===== src/design/fm_reg_pkg.sv =====
`default_nettype none

package fm_reg_pkg;

	localparam int NUM_CH    = 6;
	localparam int NUM_OP    = 4;
	localparam int NUM_SLOTS = 24;

	typedef logic [4:0]  slot_t;
	typedef logic [2:0]  ch_t;
	typedef logic [1:0]  op_t;
	typedef logic [10:0] fnum_t;
	typedef logic [2:0]  block_t;
	typedef logic [4:0]  rate5_t;
	typedef logic [3:0]  rate4_t;
	typedef logic [6:0]  tl_t;

	typedef enum logic [3:0] {
		RC_KEYON       = 4'd0,
		RC_FB_ALG      = 4'd1,
		RC_BLOCK_FNHI  = 4'd2,
		RC_FNUM_LO     = 4'd3,
		RC_PAN_AMS_PMS = 4'd4,
		RC_DT_MUL      = 4'd5,
		RC_TL          = 4'd6,
		RC_KS_AR       = 4'd7,
		RC_AM_D1R      = 4'd8,
		RC_D2R         = 4'd9,
		RC_D1L_RR      = 4'd10,
		RC_SSG         = 4'd11
	} reg_class_e;

	typedef struct packed {
		reg_class_e cls;
		ch_t        ch;
		op_t        op;
		logic [7:0] data;
	} wr_req_t;

	typedef struct packed {
		ch_t  ch;
		op_t  op;
		logic zero;
	} slot_info_t;

	typedef struct packed {
		logic [1:0] rl;
		logic [2:0] fb;
		logic [2:0] alg;
		logic [1:0] ams;
		logic [2:0] pms;
		block_t     block;
		fnum_t      fnum;
	} ch_params_t;

	typedef struct packed {
		tl_t        tl;
		logic [2:0] dt1;
		logic [3:0] mul;
		logic [1:0] ks;
		rate5_t     ar;
		logic       amen;
		rate5_t     d1r;
		rate5_t     d2r;
		rate4_t     d1l;
		rate4_t     rr;
		logic       ssg_en;
		logic [2:0] ssg_eg;
	} op_params_t;

	typedef struct packed {
		block_t     block;
		logic [2:0] fnhi;
	} ch_latch_t;

	// both pan outputs on after reset
	localparam ch_params_t CH_PARAMS_RST = '{
		rl: 2'b11, fb: 3'd0, alg: 3'd0, ams: 2'd0, pms: 3'd0, block: '0, fnum: '0
	};

	// channel is the inner count
	function automatic slot_t slot_of(slot_info_t s);
		return slot_t'(s.op) * slot_t'(NUM_CH) + slot_t'(s.ch);
	endfunction

endpackage

`default_nettype wire


===== src/design/chan_reg_ring.sv =====
`timescale 1ns/10ps
`default_nettype none

module chan_reg_ring import fm_reg_pkg::*; (
	input  wire logic       clk,
	input  wire logic       rst,
	input  wire slot_info_t cur_slot,
	input  wire logic       commit,
	input  wire wr_req_t    commit_req,
	output ch_params_t      ch_params
);

	ch_params_t ring_p [NUM_CH];
	ch_latch_t  ring_l [NUM_CH];
	ch_params_t base_p;
	ch_params_t merged_p;
	ch_latch_t  base_l;
	ch_latch_t  merged_l;
	logic [7:0] d;
	logic       init;

	assign d = commit_req.data;

	// first turn after reset replaces the ring contents
	assign base_p = init ? CH_PARAMS_RST : ring_p[NUM_CH-1];
	assign base_l = init ? ch_latch_t'('0) : ring_l[NUM_CH-1];

	always_comb begin
		merged_p = base_p;
		merged_l = base_l;
		if (commit) begin
			case (commit_req.cls)
				RC_FB_ALG: begin
					merged_p.fb  = d[5:3];
					merged_p.alg = d[2:0];
				end
				RC_PAN_AMS_PMS: begin
					merged_p.rl  = d[7:6];
					merged_p.ams = d[5:4];
					merged_p.pms = d[2:0];
				end
				// held back until the low byte arrives
				RC_BLOCK_FNHI: begin
					merged_l.block = d[5:3];
					merged_l.fnhi  = d[2:0];
				end
				RC_FNUM_LO: begin
					merged_p.block = base_l.block;
					merged_p.fnum  = {base_l.fnhi, d};
				end
				default: begin
				end
			endcase
		end
	end

	assign ch_params = merged_p;

	always_ff @(posedge clk) begin
		ring_p[0] <= merged_p;
		ring_l[0] <= merged_l;
		for (int i = 1; i < NUM_CH; i++) begin
			ring_p[i] <= ring_p[i-1];
			ring_l[i] <= ring_l[i-1];
		end
	end

	always_ff @(posedge clk) begin
		if (rst) begin
			init <= 1'b1;
		end else if (init && cur_slot.ch == ch_t'(NUM_CH - 1)) begin
			init <= 1'b0;
		end
	end

endmodule

`default_nettype wire


===== src/design/fm_reg_top.sv =====
`timescale 1ns/10ps
`default_nettype none

module fm_reg_top import fm_reg_pkg::*; (
	input  wire logic    clk,
	input  wire logic    rst,
	input  wire logic    req,
	input  wire wr_req_t req_data,
	output logic         ack,
	output slot_info_t   out_slot,
	output ch_params_t   ch_params,
	output op_params_t   op_params,
	output logic         keyon
);

	slot_info_t cur_slot;
	logic       commit;
	wr_req_t    commit_req;
	ch_params_t ch_s2;
	op_params_t op_s2;
	logic       kon_s2;

	slot_sequencer u_seq (
		.clk      (clk),
		.rst      (rst),
		.cur_slot (cur_slot)
	);

	host_write_port u_port (
		.clk        (clk),
		.rst        (rst),
		.req        (req),
		.req_data   (req_data),
		.ack        (ack),
		.cur_slot   (cur_slot),
		.commit     (commit),
		.commit_req (commit_req)
	);

	chan_reg_ring u_chan (
		.clk        (clk),
		.rst        (rst),
		.cur_slot   (cur_slot),
		.commit     (commit),
		.commit_req (commit_req),
		.ch_params  (ch_s2)
	);

	op_reg_ring u_op (
		.clk        (clk),
		.rst        (rst),
		.cur_slot   (cur_slot),
		.commit     (commit),
		.commit_req (commit_req),
		.op_params  (op_s2)
	);

	keyon_ctrl u_kon (
		.clk        (clk),
		.rst        (rst),
		.cur_slot   (cur_slot),
		.commit     (commit),
		.commit_req (commit_req),
		.keyon      (kon_s2)
	);

	// one output stage keeps slot and data aligned
	always_ff @(posedge clk) begin
		if (rst) begin
			out_slot <= '{ch: '0, op: '0, zero: 1'b1};
			keyon    <= 1'b0;
		end else begin
			out_slot <= cur_slot;
			keyon    <= kon_s2;
		end
	end

	always_ff @(posedge clk) begin
		ch_params <= ch_s2;
		op_params <= op_s2;
	end

endmodule

`default_nettype wire


===== src/design/host_write_port.sv =====
`timescale 1ns/10ps
`default_nettype none

module host_write_port import fm_reg_pkg::*; (
	input  wire logic    clk,
	input  wire logic    rst,
	input  wire logic    req,
	input  wire wr_req_t req_data,
	output logic         ack,
	input  wire slot_info_t cur_slot,
	output logic         commit,
	output wr_req_t      commit_req
);

	typedef enum logic [1:0] {
		IDLE,
		WAIT_SLOT,
		ACK_HIGH,
		WAIT_REQ_LOW
	} state_e;

	state_e  state;
	wr_req_t held;
	logic    ch_wide;
	logic    slot_hit;
	logic    take;

	// channel-wide classes ignore the operator
	always_comb begin
		case (held.cls)
			RC_KEYON, RC_FB_ALG, RC_BLOCK_FNHI, RC_FNUM_LO, RC_PAN_AMS_PMS: ch_wide = 1'b1;
			default: ch_wide = 1'b0;
		endcase
	end

	assign slot_hit   = (cur_slot.ch == held.ch) && (ch_wide || cur_slot.op == held.op);
	assign take       = (state == IDLE) && req && !ack;
	assign commit     = (state == WAIT_SLOT) && slot_hit;
	assign commit_req = held;

	always_ff @(posedge clk) begin
		if (take) begin
			held <= req_data;
		end
	end

	always_ff @(posedge clk) begin
		if (rst) begin
			state <= IDLE;
			ack   <= 1'b0;
		end else begin
			case (state)
				IDLE: begin
					if (take) begin
						state <= WAIT_SLOT;
					end
				end
				WAIT_SLOT: begin
					// ack follows the commit cycle
					if (slot_hit) begin
						state <= ACK_HIGH;
						ack   <= 1'b1;
					end
				end
				ACK_HIGH, WAIT_REQ_LOW: begin
					if (!req) begin
						state <= IDLE;
						ack   <= 1'b0;
					end else begin
						state <= WAIT_REQ_LOW;
					end
				end
				default: state <= IDLE;
			endcase
		end
	end

endmodule

`default_nettype wire


===== src/design/keyon_ctrl.sv =====
`timescale 1ns/10ps
`default_nettype none

module keyon_ctrl import fm_reg_pkg::*; (
	input  wire logic       clk,
	input  wire logic       rst,
	input  wire slot_info_t cur_slot,
	input  wire logic       commit,
	input  wire wr_req_t    commit_req,
	output logic            keyon
);

	// one bit per slot indexed like the operator memory
	logic [NUM_SLOTS-1:0] kon;
	logic                 kon_wr;
	slot_t                cur_idx;

	assign kon_wr  = commit && (commit_req.cls == RC_KEYON);
	assign cur_idx = slot_of(cur_slot);

	always_ff @(posedge clk) begin
		if (rst) begin
			kon <= '0;
		end else if (kon_wr) begin
			// data bit 4 is operator 0
			for (int o = 0; o < NUM_OP; o++) begin
				kon[o * NUM_CH + int'(commit_req.ch)] <= commit_req.data[4 + o];
			end
		end
	end

	// a write in this slot shows right away
	assign keyon = kon_wr ? commit_req.data[4 + int'(cur_slot.op)] : kon[cur_idx];

endmodule

`default_nettype wire


===== src/design/op_reg_ring.sv =====
`timescale 1ns/10ps
`default_nettype none

module op_reg_ring import fm_reg_pkg::*; (
	input  wire logic       clk,
	input  wire logic       rst,
	input  wire slot_info_t cur_slot,
	input  wire logic       commit,
	input  wire wr_req_t    commit_req,
	output op_params_t      op_params
);

	op_params_t mem [NUM_SLOTS];
	op_params_t rd_q;
	op_params_t base;
	op_params_t merged;
	slot_t      cur_idx;
	slot_t      next_idx;
	logic [7:0] d;
	logic       init;

	assign d        = commit_req.data;
	assign cur_idx  = slot_of(cur_slot);
	assign next_idx = (cur_idx == slot_t'(NUM_SLOTS - 1)) ? slot_t'(0) : cur_idx + 1'b1;

	// rd_q was fetched one slot early
	assign base = init ? op_params_t'('0) : rd_q;

	always_comb begin
		merged = base;
		if (commit) begin
			case (commit_req.cls)
				RC_DT_MUL: begin
					merged.dt1 = d[6:4];
					merged.mul = d[3:0];
				end
				RC_TL: merged.tl = d[6:0];
				RC_KS_AR: begin
					merged.ks = d[7:6];
					merged.ar = d[4:0];
				end
				RC_AM_D1R: begin
					merged.amen = d[7];
					merged.d1r  = d[4:0];
				end
				RC_D2R: merged.d2r = d[4:0];
				RC_D1L_RR: begin
					merged.d1l = d[7:4];
					merged.rr  = d[3:0];
				end
				RC_SSG: begin
					merged.ssg_en = d[3];
					merged.ssg_eg = d[2:0];
				end
				default: begin
				end
			endcase
		end
	end

	assign op_params = merged;

	always_ff @(posedge clk) begin
		mem[cur_idx] <= merged;
		rd_q         <= mem[next_idx];
	end

	// clear pass over all 24 slots
	always_ff @(posedge clk) begin
		if (rst) begin
			init <= 1'b1;
		end else if (init && cur_idx == slot_t'(NUM_SLOTS - 1)) begin
			init <= 1'b0;
		end
	end

endmodule

`default_nettype wire


===== src/design/slot_sequencer.sv =====
`timescale 1ns/10ps
`default_nettype none

module slot_sequencer import fm_reg_pkg::*; (
	input  wire logic clk,
	input  wire logic rst,
	output slot_info_t cur_slot
);

	logic last_ch;
	logic last_op;

	assign last_ch = cur_slot.ch == ch_t'(NUM_CH - 1);
	assign last_op = cur_slot.op == op_t'(NUM_OP - 1);

	always_ff @(posedge clk) begin
		if (rst) begin
			cur_slot.ch   <= '0;
			cur_slot.op   <= '0;
			cur_slot.zero <= 1'b1;
		end else begin
			if (last_ch) begin
				cur_slot.ch <= '0;
				// operator steps once per channel sweep
				if (last_op) begin
					cur_slot.op <= '0;
				end else begin
					cur_slot.op <= cur_slot.op + 1'b1;
				end
			end else begin
				cur_slot.ch <= cur_slot.ch + 1'b1;
			end
			// marker follows the slot it describes
			cur_slot.zero <= last_ch && last_op;
		end
	end

endmodule

`default_nettype wire


===== config.mk =====
export PLATFORM = sky130hd
export DESIGN_NAME = fm_reg_top
export DESIGN_NICKNAME = d
export VERILOG_FILES = /design/src/design/fm_reg_pkg.sv /design/src/design/chan_reg_ring.sv /design/src/design/fm_reg_top.sv /design/src/design/host_write_port.sv /design/src/design/keyon_ctrl.sv /design/src/design/op_reg_ring.sv /design/src/design/slot_sequencer.sv
export SDC_FILE = /design/constraint.sdc
export NUM_CORES = 1
export LEC_CHECK = 0
export BUFFER_PORTS_ARGS = -buffer_cell sky130_fd_sc_hd__buf_2
export CAP_MARGIN = 30
export CORE_UTILIZATION = 62
export CTS_BUF_LIST = sky130_fd_sc_hd__clkbuf_8
export CTS_CLUSTER_DIAMETER = 200
export DETAILED_ROUTE_END_ITERATION = 10
export PLACE_DENSITY = 0.79
export SLEW_MARGIN = 10
export SYNTH_ARGS = -nofsm -noshare
export SYNTH_HDL_FRONTEND = slang
export SYNTH_SLANG_ARGS = --single-unit

===== constraint.sdc =====
create_clock -name clk -period 16.5 [get_ports clk]
set_input_delay 4.95 -clock clk [delete_from_list [all_inputs] [get_ports clk]]
set_output_delay 4.95 -clock clk [all_outputs]
set_load 0.005 [all_outputs]

== Yosys cells after proc, flatten, opt, wreduce, memory -nomap -nowiden ==
Memories as Yosys holds them, arrays and structs flattened. A register that Yosys moved wholly into a read port is not among the register bits.
Index checks and enable logic that the tools add are counted.

* Bits in registers: 130
* Bits in writable memories: 1254
* Logic and storage cells: 147
* Memories kept: 3

{| class="wikitable"
|+ Memory list
! memory !! words !! width !! rd ports !! clocked after Yosys merged registers in !! write ports !! RTL line !! text
|-
| u_op.mem || 24 || 44 || 1 || 1 || 1 || op_reg_ring.sv:13 || <nowiki>op_params_t mem [NUM_SLOTS];</nowiki>
|-
| u_chan.ring_p || 6 || 27 || 6 || 0 || 6 || chan_reg_ring.sv:13 || <nowiki>ch_params_t ring_p [NUM_CH];</nowiki>
|-
| u_chan.ring_l || 6 || 6 || 6 || 0 || 6 || chan_reg_ring.sv:14 || <nowiki>ch_latch_t ring_l [NUM_CH];</nowiki>
|}

* Add/sub/neg operators: 8
* Multipliers: 1
* Order comparisons: 10
* Equal/unequal tests: 22
* Muxes and demuxes: 46
* Reduce and logical (&&, ||, !) cells: 22

{| class="wikitable"
|+ Operator list
! operator !! count
|-
| $bwmux W24 || 4
|-
| $ge A32 B1 Y1 const B || 3
|-
| $lt A32 B7 Y1 const B || 3
|-
| $mux W44 || 2
|-
| $mux W27 || 2
|-
| $lt A32 B5 Y1 const B || 1
|-
| $mux W6 || 5
|-
| $mux W7 || 3
|-
| $eq A4 B3 Y1 const B || 4
|-
| $eq A4 B4 Y1 const B || 4
|-
| $demux W1 S5 || 3
|-
| $mux W5 || 3
|-
| $mux W14 || 1
|-
| $logic_and A1 B1 Y1 || 12
|-
| $mux W1 || 11
|-
| $mux W2 || 5
|-
| $eq A4 B2 Y1 const B || 2
|-
| $mux W8 || 1
|-
| $add A5 B3 Y6 const A || 1
|-
| $eq A2 B2 Y1 const B || 3
|-
| $lt A3 B6 Y1 const B || 1
|-
| $lt A5 B6 Y1 const B || 1
|-
| $pmux W2 S3 || 1
|-
| $add A4 B3 Y5 const A || 1
|-
| 30 further kinds || 32
|}

== Logic depth before layout (Yosys ltp) ==
* Word-level depth: 8
* Gate-level depth with buffers: 14
* Depth with buffers taken out: 10

== Cells and area by module ==
A second synthesis with hierarchy kept.

* Cells, all modules: 2604
* Area total of the unflattened synthesis: 51567.0 um^2

{| class="wikitable"
|+ By module, submodules not included
! module !! instances !! cells an instance !! area each (um^2) !! seq. area each (um^2)
|-
| op_reg_ring || 1 || 1994 || 42600.9 || 32611.3
|-
| chan_reg_ring || 1 || 281 || 4684.5 || 3983.8
|-
| keyon_ctrl || 1 || 179 || 1672.9 || 480.5
|-
| fm_reg_top || 1 || 85 || 1620.3 || 1561.5
|-
| host_write_port || 1 || 42 || 725.7 || 570.5
|-
| slot_sequencer || 1 || 23 || 262.8 || 120.1
|}

== Worst setup path after synthesis ==
No wires, ideal clock.

* Kind: input to register
* From: in req
* To: reg u_port.held (netlist bit u_port.commit_req[0]) (enable)
* Setup time: 441 ps
* Data arrival time: 6771 ps
* Required time: 16059 ps
* Setup slack: 9288 ps
* Stages: 1
* Buffers on the path: 0
* Cell sequence: nor4b_1

* Cells in the longest elaborated chain, start to end: 2

{| class="wikitable"
|+ Ends and longest elaborated chain
! element !! RTL line !! text
|-
| from (decl) || fm_reg_top.sv:7 || <nowiki>input wire logic req,</nowiki>
|-
| $logic_and A1 B1 Y1 (2 in a row) || host_write_port.sv:37 || <nowiki>assign take = (state == IDLE) && req && !ack;</nowiki>
|-
| to (signal assigned) || host_write_port.sv:43 || <nowiki>held <= req_data;</nowiki>
|-
| to (decl) || host_write_port.sv:23 || <nowiki>wr_req_t held;</nowiki>
|}

Every way passes these cells.
A chain may end at the register's enable or synchronous reset.

== Final worst setup path ==
* From: reg u_port.ack
* To: out ack

{| class="wikitable"
|+ RTL lines
! element !! RTL line !! text
|-
| from (decl) || host_write_port.sv:9 || <nowiki>output logic ack,</nowiki>
|-
| from (signal assigned) || host_write_port.sv:50 || <nowiki>ack <= 1'b0;</nowiki>
|-
| from (signal assigned) || host_write_port.sv:62 || <nowiki>ack <= 1'b1;</nowiki>
|-
| from (signal assigned) || host_write_port.sv:68 || <nowiki>ack <= 1'b0;</nowiki>
|-
| to (decl) || fm_reg_top.sv:9 || <nowiki>output logic ack,</nowiki>
|}

No word-level cell between the ends.

==> impl_metrics.json <==
{
  "pre_cts_slack_ns": 10.43,
  "nNetsFinal": 3054,
  "tns_ns": 0,
  "worstSkewPairLatency_ns": 0.89,
  "die_area_um2": 85100,
  "crit_family": "flip-flops",
  "drtIter0Drc": 3205,
  "hold_slack_ns": 0.322,
  "path_cells": "buf_2",
  "dpl.hpwl_um": 61400,
  "vias_per_cell": 6.54,
  "yosys.cell_types.count": 64,
  "cts.htree.levels": 4,
  "path_class": "flop to output pin",
  "crit_required_ns": 11.55,
  "synth_top_area_cell": "edfxtp_1",
  "fill_cells": 4868,
  "async_flop_share_pct": 0,
  "antenna_found_initial": 2,
  "postSynthCellCount": 2777,
  "final_common_cell": "edfxtp_1",
  "drt_pass1_iterations": 6,
  "cts_setup_buffers": 0,
  "worst_slew_pin_slew_ns": 1.04,
  "areaGrowthSynthToFinish_pct": 13.0,
  "p_per_area_nw_per_um2": 125,
  "cp-start-kind": "flop",
  "most-common-layout-cells": "edfxtp_1 (1,073), dfxtp_1 (327), mux4_2 (272), clkbuf_8 (247), nand2_1 (127)",
  "grt_pass1_wl_um": 179000,
  "critPathMaxFanout": 4,
  "clock_path_buffers": 3,
  "vias": 28000,
  "drive_above_1_share_pct": 27.8,
  "cp_slowest_cell": "dfxtp_1",
  "io_buffers": 98,
  "synthFlopType": "edfxtp_1",
  "clkTransAtPathRegs_ns": 0.06,
  "synth.cell_area_um2": 52000,
  "cts-root-buf": "clkbuf_8",
  "status": "completed",
  "skew_ns": 0.0458,
  "first_global_vias": 28400,
  "final-setup-viol-count": 0,
  "postRouteAntennaNets": 0,
  "synth-seq-cells": 1401,
  "drv_slew": 0,
  "ir_worst_vdd_uv": 72.6,
  "die_y_um": 292,
  "num_io_pins": 99,
  "synth_edf_count": 1073,
  "place_congestion": 0.806,
  "initial_utilization_pct": 63.1,
  "ys.warnings.count": 0,
  "finalWorstSetupSlack_ns": 10.15,
  "timing.final.crit_period_ns": 6.35,
  "cp.arrival_ns": 1.40,
  "clock_sinks": 1401,
  "endpoint_kind": "output pin",
  "p_leak_uw": 0.0215,
  "grt_setup_unrepaired": "no",
  "core_area_um2": 82500,
  "numCtsBuffers": 209,
  "min-delay-start": "u_chan.ring_l[2][5]$_DFF_P_",
  "cts_tree": "done",
  "crit_path_max_incr_delay_ns": 0.40,
  "finalHoldViolCount": 0,
  "die_w_um": 292,
  "r2r_start": "u_seq.cur_slot[1]$_SDFFE_PP0P_",
  "cts_resized": 0,
  "grt-ovfl-total": 0,
  "totalWireLength_um": 122000,
  "fin_crit_sh_pct": 38.5,
  "num_rows": 105,
  "grt_use_total_pct": 29.1,
  "syn_avg_cell_area_um2": 18.7,
  "synth_area_leaders": "edfxtp_1 (62%), dfxtp_1 (13%), mux4_2 (12%), mux2i_1 (2.4%), a21oi_1 (1.1%)",
  "wl_per_cell_um": 28.6,
  "utilization_pct": 71.3,
  "max_freq_ghz": 0.157,
  "drcViolationCount": 0,
  "drv_cap": 0,
  "critPathBufInv": 1,
  "hold_class": "flop to flop",
  "slew-limit-headroom_pct": 30.4,
  "instances_no_fill": 4277,
  "cts_hold_buffers": 0,
  "syn_nets": 2812,
  "grt_start_max_net_pins": 127,
  "yosysSeqAreaShare_pct": 74.5,
  "place_inst": 3862,
  "synth_top_cell_area_share_pct": 61.9,
  "startpoint": "u_port.ack$_SDFFE_PP0P_"
}
[worst paths after layout]
path | endpoint | slack [ns] | depth (start not counted)
setup / recovery | ack | 10.15 | 1
hold / removal | u_chan.ring_l[3][5]$_DFF_P_ | 0.32 | 0
setup reg to reg | u_op.rd_q[18]$_DFF_P_ | 11.39 | 9
hold reg to reg | u_chan.ring_l[3][5]$_DFF_P_ | 0.32 | 0
[cells by family after synthesis]
logic type / share of synthesized area (%)
flip-flops: 74.5
adder cells (fa/ha/maj): 0.375
AO/OA/AOI/OAI: 4.61
AND/OR/NAND/NOR: 4.28
buffers and inverters: 1.71
XOR/XNOR: 0.240
multiplexers: 14.2
[per-layer routing]
metal	routed length [um]	vias to the layer above	track usage (%)
met2	58700	1783	45.7
met1	45500	14300	39.3
met5	0	-	0
met3	13100	309	6.70
li1	-	11600	-
met4	5210	0	13.4
[Yosys cell counts (4+ instances only)]
cell type,count
edfxtp_1,1073
dfxtp_1,328
mux4_2,272
nand2_1,127
mux2i_1,123
a21oi_1,114
o21ai_0,106
clkbuf_1,82
nand3_1,58
nor2b_1,56
buf_2,51
a311o_1,44
nand2b_1,42
o211ai_2,40
nor2_1,39
nand3b_1,38
inv_1,19
ha_1,14
a211oi_1,13
and2_1,13
buf_1,12
buf_4,12
and3_1,11
buf_6,10
xnor2_1,8
nor3_1,7
a21o_1,5
mux2_2,4
nor3b_1,4
[cell type report]
cell class	instances	area (um2)	share of cell area, %
flip-flops and latches	1401	38800	65.9
multi-input cells	1188	12600	21.4
clock buffers	247	3400	5.78
repair buffers	198	1530	2.60
well taps	1070	1340	2.28
clock inverters	151	1100	1.87
inverters	21	78.8	0.134
diodes	1	2.50	0.00425
[sequential cells by signal, summed over array words and instances, names as in the netlist, 6 cells and up]
signal and cells:
u_op.mem 1056, u_chan.ring_p 162, op_params 44, u_op.rd_q 44, u_chan.ring_l 36, u_kon.kon 24
u_port.commit_req 17, out_slot 6, u_seq.cur_slot 6
[power breakdown]
group,switching (uW),internal (uW),leakage (uW)
combinational,297,199,0.00516
clock,1350,1590,0.00254
sequential,35.1,3860,0.0138
total,1680,5650,0.0215
[stage by stage]
step / power [uW] / cell area, um2
floorplan: 4310 / 52000
global placement: 4430 / 53800
detailed placement: 4460 / 54100
CTS: 7360 / 58600
global route: 7550 / 58800
finish: 7320 / 58800
(Power assumes the default switching activity.)
